### config.mk
export PLATFORM = sky130hd
export DESIGN_NAME = pixel_mixer_flat
export DESIGN_NICKNAME = d
export VERILOG_FILES = /design/src/logic/video_types_pkg.sv /design/src/logic/tile_step_if.sv /design/src/logic/pixel_mixer.sv /design/src/flat_wrapper.sv
export VERILOG_INCLUDE_DIRS = /design/src /design/src/logic
export SDC_FILE = /design/constraint.sdc
export NUM_CORES = 1
export LEC_CHECK = 0
export BUFFER_PORTS_ARGS = -buffer_cell sky130_fd_sc_hd__buf_2
export CORE_UTILIZATION = 35
export CTS_BUF_LIST = sky130_fd_sc_hd__clkbuf_8
export DETAILED_ROUTE_END_ITERATION = 7
export PLACE_DENSITY = 0.63
export SLEW_MARGIN = 20
export SYNTH_ARGS = -nofsm -noshare
export SYNTH_HDL_FRONTEND = slang
export SYNTH_SLANG_ARGS = --single-unit
### constraint.sdc
create_clock -name CLK_24M -period 2.1 [get_ports CLK_24M]
set_input_delay 0.42 -clock CLK_24M [delete_from_list [all_inputs] [get_ports CLK_24M]]
set_output_delay 0.42 -clock CLK_24M [all_outputs]
set_load 0.01 [all_outputs]
### src/logic/tile_video_macros.svh
`ifndef TILE_VIDEO_MACROS_SVH
`define TILE_VIDEO_MACROS_SVH

// ------------------------------
// Line and tile geometry
// ------------------------------

// Tile columns across one scan line
`define TV_TILE_COLS 32
// Pixels in one tile row
`define TV_PIX_PER_TILE 8

// Memory depths
`define TV_TILE_RAM_WORDS 1024
`define TV_PLANE_ROM_WORDS 2048
`define TV_COLOR_WORDS 256

// ------------------------------
// Loader address decode
// ------------------------------

// Upper nibble of the loader address for the bitplane ROMs
`define TV_REGION_PLANE0 4'h8
`define TV_REGION_PLANE1 4'h9
// Upper byte for the color attribute table
`define TV_REGION_COLOR 8'hF2

// Pixels the mixer may send before any credit comes back
`define TV_CREDITS 4

`endif
### src/logic/video_types_pkg.sv
package video_types_pkg;

	// ------------------------------
	// Render side types
	// ------------------------------

	// Fetch FSM
	// IDLE waits for a render request
	// READ_CODE reads tile RAM and color table
	// LOAD_PLANES lets both plane ROMs load their shifters
	// SHIFT waits for eight advance strobes
	// FINISH is the single cycle after the last pixel is issued
	typedef enum logic [2:0] {
		IDLE,
		READ_CODE,
		LOAD_PLANES,
		SHIFT,
		FINISH
	} fetch_state_t;

	// One output pixel
	// Color from the attribute table, value from the two planes
	typedef struct packed {
		logic [3:0] color;
		logic [1:0] value;
	} tile_pixel_t;

endpackage

### src/logic/tile_step_if.sv
`timescale 1ns/10ps

// Tile step bus
// Fetcher announces a new tile, mixer strobes one pixel at a time,
// both plane shifters follow in lock step
interface tile_step_if;

	// One-cycle pulse, new tile code present
	logic       load;
	// Tile code and row inside the tile
	logic [7:0] code;
	logic [2:0] fine_row;
	// Horizontal mirror for the whole line
	logic       flip;
	// One-cycle pulse, shift one pixel
	logic       advance;

	// Fetcher side
	modport fetcher (
		output load,
		output code,
		output fine_row,
		output flip,
		input  advance
	);

	// Mixer only paces the shifters
	modport mixer (
		output advance
	);

	// Plane shifters listen to everything
	modport shifter (
		input load,
		input code,
		input fine_row,
		input flip,
		input advance
	);

endinterface

### src/logic/pixel_mixer.sv
`timescale 1ns/10ps
`include "tile_video_macros.svh"

module pixel_mixer (
	input  logic                       CLK_24M,
	input  logic                       I_H_CNT,
	// Plane bits from the shifters
	input  logic                       plane0_bit,
	input  logic                       plane1_bit,
	// Tile context from the fetcher
	input  logic                       tile_valid,
	input  logic [3:0]                 tile_color,
	input  logic                       line_last,
	// Pixel pacing
	tile_step_if.mixer                 step,
	// Downstream
	input  logic                       credit_return,
	output logic                       pix_valid,
	output video_types_pkg::tile_pixel_t pix_data,
	output logic                       line_done
);

	localparam int credit_w = $clog2(`TV_CREDITS + 1);

	logic [credit_w-1:0] credits;
	logic                fire;
	logic [2:0]          last_cnt;
	logic                last_pix;

	// One pixel leaves per step while a tile is ready and credit remains
	assign fire         = tile_valid && (credits != '0);
	assign step.advance = fire;

	// ------------------------------
	// Credit counter
	// ------------------------------

	always_ff @(posedge CLK_24M or negedge I_H_CNT) begin
		if (!I_H_CNT) begin
			credits <= credit_w'(`TV_CREDITS);
		end else begin
			case ({fire, credit_return})
				2'b10: credits <= credits - 1'b1;
				2'b01: begin
					// Saturate on a stray return
					if (credits != credit_w'(`TV_CREDITS)) begin
						credits <= credits + 1'b1;
					end
				end
				// Spend and return in one cycle cancel out
				default: credits <= credits;
			endcase
		end
	end

	// ------------------------------
	// Output stage
	// ------------------------------

	// Pixel payload
	always_ff @(posedge CLK_24M) begin
		if (fire) begin
			pix_data.color <= tile_color;
			pix_data.value <= {plane1_bit, plane0_bit};
		end
	end

	// Valid, end of line tracking
	always_ff @(posedge CLK_24M or negedge I_H_CNT) begin
		if (!I_H_CNT) begin
			pix_valid <= 1'b0;
			last_cnt  <= '0;
			last_pix  <= 1'b0;
			line_done <= 1'b0;
		end else begin
			pix_valid <= fire;
			// Count pixels of the final tile only
			if (!line_last) begin
				last_cnt <= '0;
			end else if (fire) begin
				last_cnt <= last_cnt + 3'd1;
			end
			// Marks the cycle that carries the last pixel
			last_pix  <= fire && line_last && (last_cnt == 3'(`TV_PIX_PER_TILE - 1));
			// Done one cycle after that pixel
			line_done <= last_pix;
		end
	end

endmodule

### src/flat_wrapper.sv
// flat-port wrapper written by rule: the top's interface ports become plain ports
module pixel_mixer_flat 
  (CLK_24M, I_H_CNT, plane0_bit, plane1_bit, tile_valid, tile_color, line_last, credit_return, pix_valid, pix_data, line_done, step_advance);
  tile_step_if step_i ();
  input  logic CLK_24M;
  input  logic I_H_CNT;
  input  logic plane0_bit;
  input  logic plane1_bit;
  input  logic tile_valid;
  input  logic [3:0] tile_color;
  input  logic line_last;
  input  logic credit_return;
  output logic pix_valid;
  output video_types_pkg::tile_pixel_t pix_data;
  output logic line_done;
  output wire logic [$bits(step_i.advance)-1:0] step_advance;
  assign step_advance = step_i.advance;
  pixel_mixer u_core (.CLK_24M(CLK_24M), .I_H_CNT(I_H_CNT), .plane0_bit(plane0_bit), .plane1_bit(plane1_bit), .tile_valid(tile_valid), .tile_color(tile_color), .line_last(line_last), .step(step_i), .credit_return(credit_return), .pix_valid(pix_valid), .pix_data(pix_data), .line_done(line_done));
endmodule
* Word level (Yosys, flattened, before mapping)
Cells that the tools add are included.
** Storage, ports and cells
- Flip-flop bits (word level) :: 15
- Latch bits :: 0
- Bits in writable memories :: 0
- ROM bits :: 0
- Input bits :: 11
- Output and inout bits :: 9
- Word-level logic and storage cells :: 26
- Memories kept :: 0
** Operators by class
- Add/sub/neg operators :: 3
- Multiply operators :: 0
- Divide/modulo/power cells :: 0
- Order comparisons :: 0
- Eq/ne operators :: 6
- Shift operators :: 0
- Multiplexer cells :: 4
- Bitwise gates (word level) :: 0
- Reductions and logical operators :: 6
** Operators with widths (number)
- 3-bit 2-to-1 mux :: 3
- 3-bit by 1-bit adder with 3-bit output (second input constant) :: 2
- 3-bit case mux with 2 select lines :: 1
- 2-bit by 1-bit != test with 1-bit output (second input constant) :: 2
- 3-bit equality test (second input constant) :: 1
- 1-bit logical AND :: 3
- 3-bit != test (second input constant) :: 1
- 3-bit nonzero test :: 1
- 3-bit by 1-bit subtractor with 3-bit output (second input constant) :: 1
- 2-bit by 1-bit equality test with 1-bit output (second input constant) :: 1
- 2-bit equality test (second input constant) :: 1
- 2-bit AND reduction :: 1
- 2-bit nonzero test :: 1

* Depth between registers and ports, before layout
Gate-level depths: netlist (run 1).
- Depth in word-level cells :: 5
- Depth in mapped cells :: 7

* Least setup slack after synthesis (run 1)
Ideal clock, no wire load.
- Path kind :: reg2reg
- From :: register u_core.credits[1]
- To :: register u_core.credits[1]
- Setup time :: 0.124 ns
- Arrival time :: 1.756 ns
- Path slack :: 0.220 ns
- Stages on the path, launching flop included :: 7
- Buffers on the path :: 0
- Cells stage by stage :: dfrtp_1 > o31ai_4 > nand2_1 > fa_1 > nand2_1 > o21ai_0 > a211o_1
** On the way
- Cells in the longest elaborated chain, start to end :: 5
- Elaborated cells between the ends (all ways) :: 12
- Classes of those cells :: add/sub: 2; eq/ne: 4; mux: 2; reduce/logical: 4
** RTL lines
- from (decl) :: RTL line pixel_mixer.sv:25 : logic [credit_w-1:0] credits;
- from (signal assigned) :: RTL line pixel_mixer.sv:40 : credits <= credit_w'(`TV_CREDITS);
- from (signal assigned) :: RTL line pixel_mixer.sv:43 : 2'b10: credits <= credits - 1'b1;
- from (signal assigned) :: RTL line pixel_mixer.sv:47 : credits <= credits + 1'b1;
- parallel branches: the longest is 5 deep, another holds 3-bit by 1-bit adder with 3-bit output
Parallel ways; which one is timed is not known. The select of a mux whose other input is x is not followed.
A chain may end at the register's enable or synchronous reset.

* Worst setup path in the final report (run 1)
- From :: register u_core.credits[1]
- To :: register u_core.credits[2]
Same word-level chain as after synthesis.

==> impl_metrics.csv, run 1 <==
group,metric,value,unit
outcome,status,"completed",
synthesis,synth_top_area_cell,"dfrtp_1",
synthesis,syn-cell-area,702,um^2
worst_setup_path,start_kind,"flop",
synthesis,yosys.area.top_type_share,28.5,%
timing,period_needed,1880,ps
route,drtAntennaViolNets,0,
placement,io_buffers,19,
clock_tree,clockRootBuffer,"clkbuf_8",
global_route,grt_use_total,13.2,%
synthesis,yosysSeqAreaShare,57.9,%
route,vias,512,
final_layout,fin_util,49.2,%
global_route,grt_pass1_vias,422,
clock_tree,postCtsSetupRepairBufs,0,
synthesis,synth_warnings,0,
clock_tree,hold_buffers,0,
clock_tree,htreeDepth,1,
placement,hpwl,918,um
final_layout,seqCellArea,407,um^2
route,met1_length,575,um
clock_tree,cts_buffers,3,
hold_path,hold_class,"in -> async",
pwr,power.density,1080,nW/um^2
timing,max_freq,0.531,GHz
final_layout,finalNetCount,98,
clock_tree,clkSlewWorstSetupHoldPaths,60,ps
worst_setup_path,critical_path_class,"reg -> reg",
worst_setup_path,worstPathRequired,2220,ps
final_layout,nFillCells,178,
timing,hold_viol_final,0,
timing,rsz0062_at_grt,"no",
final_layout,fin_cells,108,
pwr,power.leakage,0.404,nW
timing,setup_viol,0,
route,drt-pass1-iter-count,4,
timing,setup_tns,0,ps
worst_setup_path,endpoint_kind,"flop",
synthesis,synth.avg_cell_area,11.9,um^2
timing,finalClockSkew,4.95,ps
timing,worst_pin_slew,362,ps
worst_setup_path,worstReg2RegEnd,"u_core.credits[2]$_DFFE_PN1P_",
route,wire_per_inst,10.9,um
timing,period_share,89.6,%
timing,slew_headroom,75.5,%
placement,place.gp.congestion,0.757,
timing,final_max_slew_viol_count,0,
floorplan,die_w,46.8,um
final_layout,areaGrowthSynthToFinish,26.4,%
timing,holdWs,18.7,ps
timing,worst_slack,218,ps
route,drt_iter0_markers,5,
worst_setup_path,cp_max_fo,9,
synthesis,syn_inst,59,
pwr,irDropWorstVdd,0.449,mV
route,vias_per_cell,4.74,
placement,dp.cells,104,
clock_tree,clock_sinks,15,
floorplan,initial_core_util,39.0,%
final_layout,drive_gt1_share,36.1,%
synthesis,synth_nets,73,
worst_setup_path,reg2regPathDepth,5,
global_route,antenna_found_initial,0,
clock_tree,clock_latency,240,ps
worst_setup_path,regToRegSetupSlack,220,ps
clock_tree,cts.path.max_buffers,2,
final_layout,multiInputGateArea,278,um^2
global_route,grt.overflow.total,0,
final_layout,fin_area,887,um^2
floorplan,die_y,46.8,um
route,drc,0,
final_layout,antenna_cells,0,
placement,dpl_worst_slack,189,ps
pwr,total_power,956,uW
placement,placed_area,841,um^2
floorplan,rows,15,
worst_setup_path,reg2reg_from,"u_core.credits[1]$_DFFE_PN0P_",
floorplan,dieArea,2190,um^2
clock_tree,cts_resized,0,
synthesis,synth_area_leaders,"dfrtp_1 (29%), edfxtp_1 (26%), dfstp_2 (3.7%), ha_1 (3.6%), nand3_1 (3.6%)",
route,routed_wirelength,1180,um
synthesis,synth.distinct_cells,28,
route,met2_length,525,um
worst_setup_path,arrival,2000,ps
global_route,grt_pass1_wl,1860,um
synthesis,ys_seq_elements,15,
clock_tree,cts_tree,"yes",
floorplan,io_pins,20,
route,met3_length,62,um
route,routed.top_layer,"met4",
global_route,grt_max_degree,12,
job,maxCapViolCount,0,
floorplan,coreArea,1800,um^2
==> layout make-up <==
| class | instances | area share, % |
|---|---|---|
| well taps | 25 | 3.53 |
| flip-flops and latches | 15 | 45.8 |
| clock buffers | 3 | 4.65 |
| repair buffers | 22 | 13.3 |
| multi-input cells | 40 | 31.3 |
| clock inverters | 1 | 0.564 |
| inverters | 2 | 0.846 |
==> cell families (layout without fill, tap and decap cells) <==
family | after synthesis | count (layout) | share of synthesized area [%]
fa+ha+maj | 3 | 3 | 6.42
xor+xnor | 1 | 1 | 1.25
compound gates | 14 | 14 | 15.7
simple gates | 22 | 22 | 16.2
flops | 15 | 15 | 57.9
buf+inv | 4 | 28 | 2.50
==> flip-flops by register name, summed over array words and instances (netlist names) <==
name	cells
u_core.last_cnt	3
u_core.last_pix	1
u_core.pix_data	6
u_core.pix_valid	1
u_core.line_done	1
u_core.credits	3
==> critical path: stages (launching register included) <==
cell      delay [ps]
dfrtp_1          490
o31ai_4          270
nand2_1           90
fa_1             420
nor2b_1          150
o311ai_0         340
==> Yosys cell counts <==
library cell	n
a32oi_1	1
o21ai_0	4
nor2b_1	4
and3_1	1
nand2_1	4
nand3_1	5
o22ai_1	1
xnor2_1	1
a21o_1	1
dfstp_2	1
a211oi_1	1
and2_1	1
or2_0	1
buf_2	2
edfxtp_1	6
nand2b_1	2
a31oi_1	1
a21oi_1	1
fa_1	1
dfrtp_1	8
inv_1	2
or2_2	1
o31ai_4	1
nor2_1	3
o21ba_2	1
a211o_1	1
o311ai_0	1
ha_1	2
==> worst max path at each step <==
stage | startpoint | to | slack (ps) | depth (start not counted)
6_report | u_core.credits[1]$_DFFE_PN0P_ | u_core.credits[2]$_DFFE_PN1P_ | 220 | 5
5_1_grt | u_core.credits[1]$_DFFE_PN0P_ | u_core.credits[2]$_DFFE_PN1P_ | 90 | 5
4_1_cts | u_core.credits[1]$_DFFE_PN0P_ | u_core.credits[2]$_DFFE_PN1P_ | 170 | 5
3_5_place_dp | u_core.credits[1]$_DFFE_PN0P_ | u_core.credits[2]$_DFFE_PN1P_ | 190 | 5
3_3_place_gp | u_core.credits[1]$_DFFE_PN0P_ | u_core.credits[1]$_DFFE_PN0P_ | 250 | 6
2_1_floorplan | u_core.credits[1]$_DFFE_PN0P_ | u_core.credits[1]$_DFFE_PN0P_ | 220 | 6
==> metal layers <==
layer / global-route usage [%] / vias up
met5: 0 / -
met4: 8.57 / 0
met3: 5.77 / 2
met2: 18.6 / 21
met1: 16.4 / 229
li1: - / 260
==> cells in the final DEF (no fill, tap or decap), types with 2 or more instances in the layout <==
cell type,count
edfxtp_1,6
dfrtp_1,8
nand2b_1,2
o21ai_0,4
buf_2,19
clkbuf_8,3
buf_4,3
inv_1,2
nand3_1,5
ha_1,2
nor2_1,3
nor2b_1,4
nand2_1,4
==> power by group <==
part,leakage [nW],total [mW],switching [mW],internal [mW]
logic,0.206,0.294,0.144,0.151
registers,0.172,0.444,0.0706,0.374
clock network,0.0255,0.218,0.0869,0.131
total,0.404,0.956,0.301,0.655
Note: power is estimated with default switching activity, not from simulation.
==> run 2, diff against run 1 <==
- GPL_TIMING_DRIVEN: not set -> 0
==> run 2 against run 1 <==
Effect of this change:
- wire length rose by 5.5%
- flip-flop and latch count did not move
- hold slack improved by 1.8 ps
- clock skew fell by 2.9 ps
- cell count fell by 0.93%
- fmax fell by 6.1%
- clock power barely moved
- die area did not move
- count of clock-buffer cells in the layout did not move
- setup slack got worse by 120 ps
- utilization fell by 0.56 points
- critical path depth rose by 1
==> impl_metrics.csv, run 2 (synthesized netlist as in run 1, its figures left out) <==
group,metric,value,unit
job,maxCapViolCount,0,
floorplan,coreArea,1800,um^2
clock_tree,htreeDepth,1,
pwr,irDropWorstVdd,0.411,mV
clock_tree,clock_sinks,15,
worst_setup_path,critPathMostFrequentCell,"nand2_1",
clock_tree,clockRootBuffer,"clkbuf_8",
route,drtAntennaViolNets,0,
final_layout,largest_register_ffs,6,
floorplan,dieArea,2190,um^2
worst_setup_path,crit_chain,"o31ai_4, nand2_1, fa_1, nand2_1, o21ai_0, a211o_1",
worst_setup_path,arrival,2130,ps
clock_tree,clkSlewWorstSetupHoldPaths,60,ps
final_layout,drive_gt1_share,35.4,%
timing,hold_viol_final,0,
outcome,status,"completed",
global_route,grt_max_degree,11,
worst_setup_path,endpoint_kind,"flop",
worst_setup_path,cp_slowest_cell,"dfrtp_1",
worst_setup_path,worstPathRequired,2220,ps
floorplan,die_w,46.8,um
route,wire_per_inst,11.7,um
route,drt_iter0_markers,6,
timing,final_max_slew_viol_count,0,
clock_tree,clock_latency,240,ps
timing,setup_tns,0,ps
worst_setup_path,path_delay_family,"compound AO/OA/AOI/OAI gates",
worst_setup_path,cp_max_fo,9,
hold_path,hold_class,"in -> async",
final_layout,fin_area,877,um^2
final_layout,fin_cells,107,
final_layout,nFillCells,169,
timing,worst_slack,95.2,ps
final_layout,layout_commonest_cell,"buf_2",
clock_tree,cts_tree,"yes",
final_layout,mostFrequentLayoutCells,"buf_2 (20), dfrtp_1 (8), edfxtp_1 (6)",
route,drt-pass1-iter-count,4,
clock_tree,cts.path.max_buffers,2,
global_route,grt.overflow.total,0,
timing,slew_headroom,75.9,%
final_layout,antenna_cells,0,
worst_setup_path,critical_path_class,"reg -> reg",
timing,period_needed,2000,ps
global_route,grt_pass1_wl,1890,um
final_layout,largest_register,"u_core.pix_data",
route,drc,0,
final_layout,fin_util,48.7,%
placement,place.gp.congestion,0.836,
placement,placed_area,823,um^2
timing,setup_viol,0,
placement,dpl_worst_slack,74.0,ps
route,vias_per_cell,4.85,
route,routed_wirelength,1250,um
worst_setup_path,worst-path-buf-inv,0,
global_route,antenna_found_initial,0,
worst_setup_path,start_kind,"flop",
pwr,power.density,1080,nW/um^2
timing,max_freq,0.499,GHz
placement,hpwl,928,um
global_route,grt_use_total,12.5,%
timing,period_share,95.5,%
route,vias,519,
worst_setup_path,cpPeakStageDelay,500,ps
floorplan,die_y,46.8,um
global_route,grt_pass1_vias,429,
floorplan,rows,15,
floorplan,initial_core_util,39.0,%
pwr,power.leakage,0.398,nW
final_layout,finalNetCount,97,
final_layout,areaGrowthSynthToFinish,25.0,%
pwr,total_power,944,uW
timing,holdWs,20.5,ps
final_layout,top_regs,"u_core.pix_data (6), u_core.credits (3), u_core.last_cnt (3)",
placement,io_buffers,18,
floorplan,io_pins,20,
placement,dp.cells,102,
timing,worst_pin_slew,361,ps
timing,finalClockSkew,2.10,ps
clock_tree,cts_buffers,3,
==> run 2: cell count changes in the layout (fill, tap and decap cells not counted), sizes merged <==
cell  previous run  this run
buf             22        21
==> run 2: cell type report <==
class | count | area, um^2 | share of cell area [%]
timing repair buffer | 19 | 97.6 | 11.1
clock inverter | 1 | 5.00 | 0.571
buffer | 2 | 10.0 | 1.14
clock buffer | 3 | 41.3 | 4.71
tap | 25 | 31.3 | 3.57
sequential | 15 | 407 | 46.4
multi-input combinational | 40 | 278 | 31.7
inverter | 2 | 7.51 | 0.856
==> run 2: repair_timing <==
item / CTS / global route
endpoints found under the setup margin: 0 / 3
gates resized for setup: 0 / 0
hold endpoints to repair: 0 / 0
hold buffers: 0 / 0
buffers inserted: 0 / 1
==> run 2: per-layer routing <==
layer	routed length, um	GRT usage, %	vias up
li1	-	-	255
met1	569	16.1	241
met2	584	20.8	21
met3	68	2.31	2
met4	25	5.14	0
met5	0	0	-
==> run 2: worst paths after layout <==
path	start	endpoint	slack (ps)	depth (start not counted)
worst min-delay path	I_H_CNT	u_core.line_done$_DFF_PN0_	20	1
max in group asynchronous	I_H_CNT	u_core.credits[2]$_DFFE_PN1P_	1830	1
worst max register to register	u_core.credits[1]$_DFFE_PN0P_	u_core.credits[1]$_DFFE_PN0P_	100	6
worst max-delay path	u_core.credits[1]$_DFFE_PN0P_	u_core.credits[1]$_DFFE_PN0P_	100	6
worst min register to register	u_core.last_pix$_DFF_PN0_	u_core.line_done$_DFF_PN0_	360	0
min in group CLK_24M	plane1_bit	u_core.pix_data[1]$_DFFE_PP_	360	1
==> run 2: where the power goes <==
group | internal [mW] | switching (mW)
Clock | 0.131 | 0.0882
Combinational | 0.139 | 0.128
Sequential | 0.373 | 0.0845
Total | 0.643 | 0.301
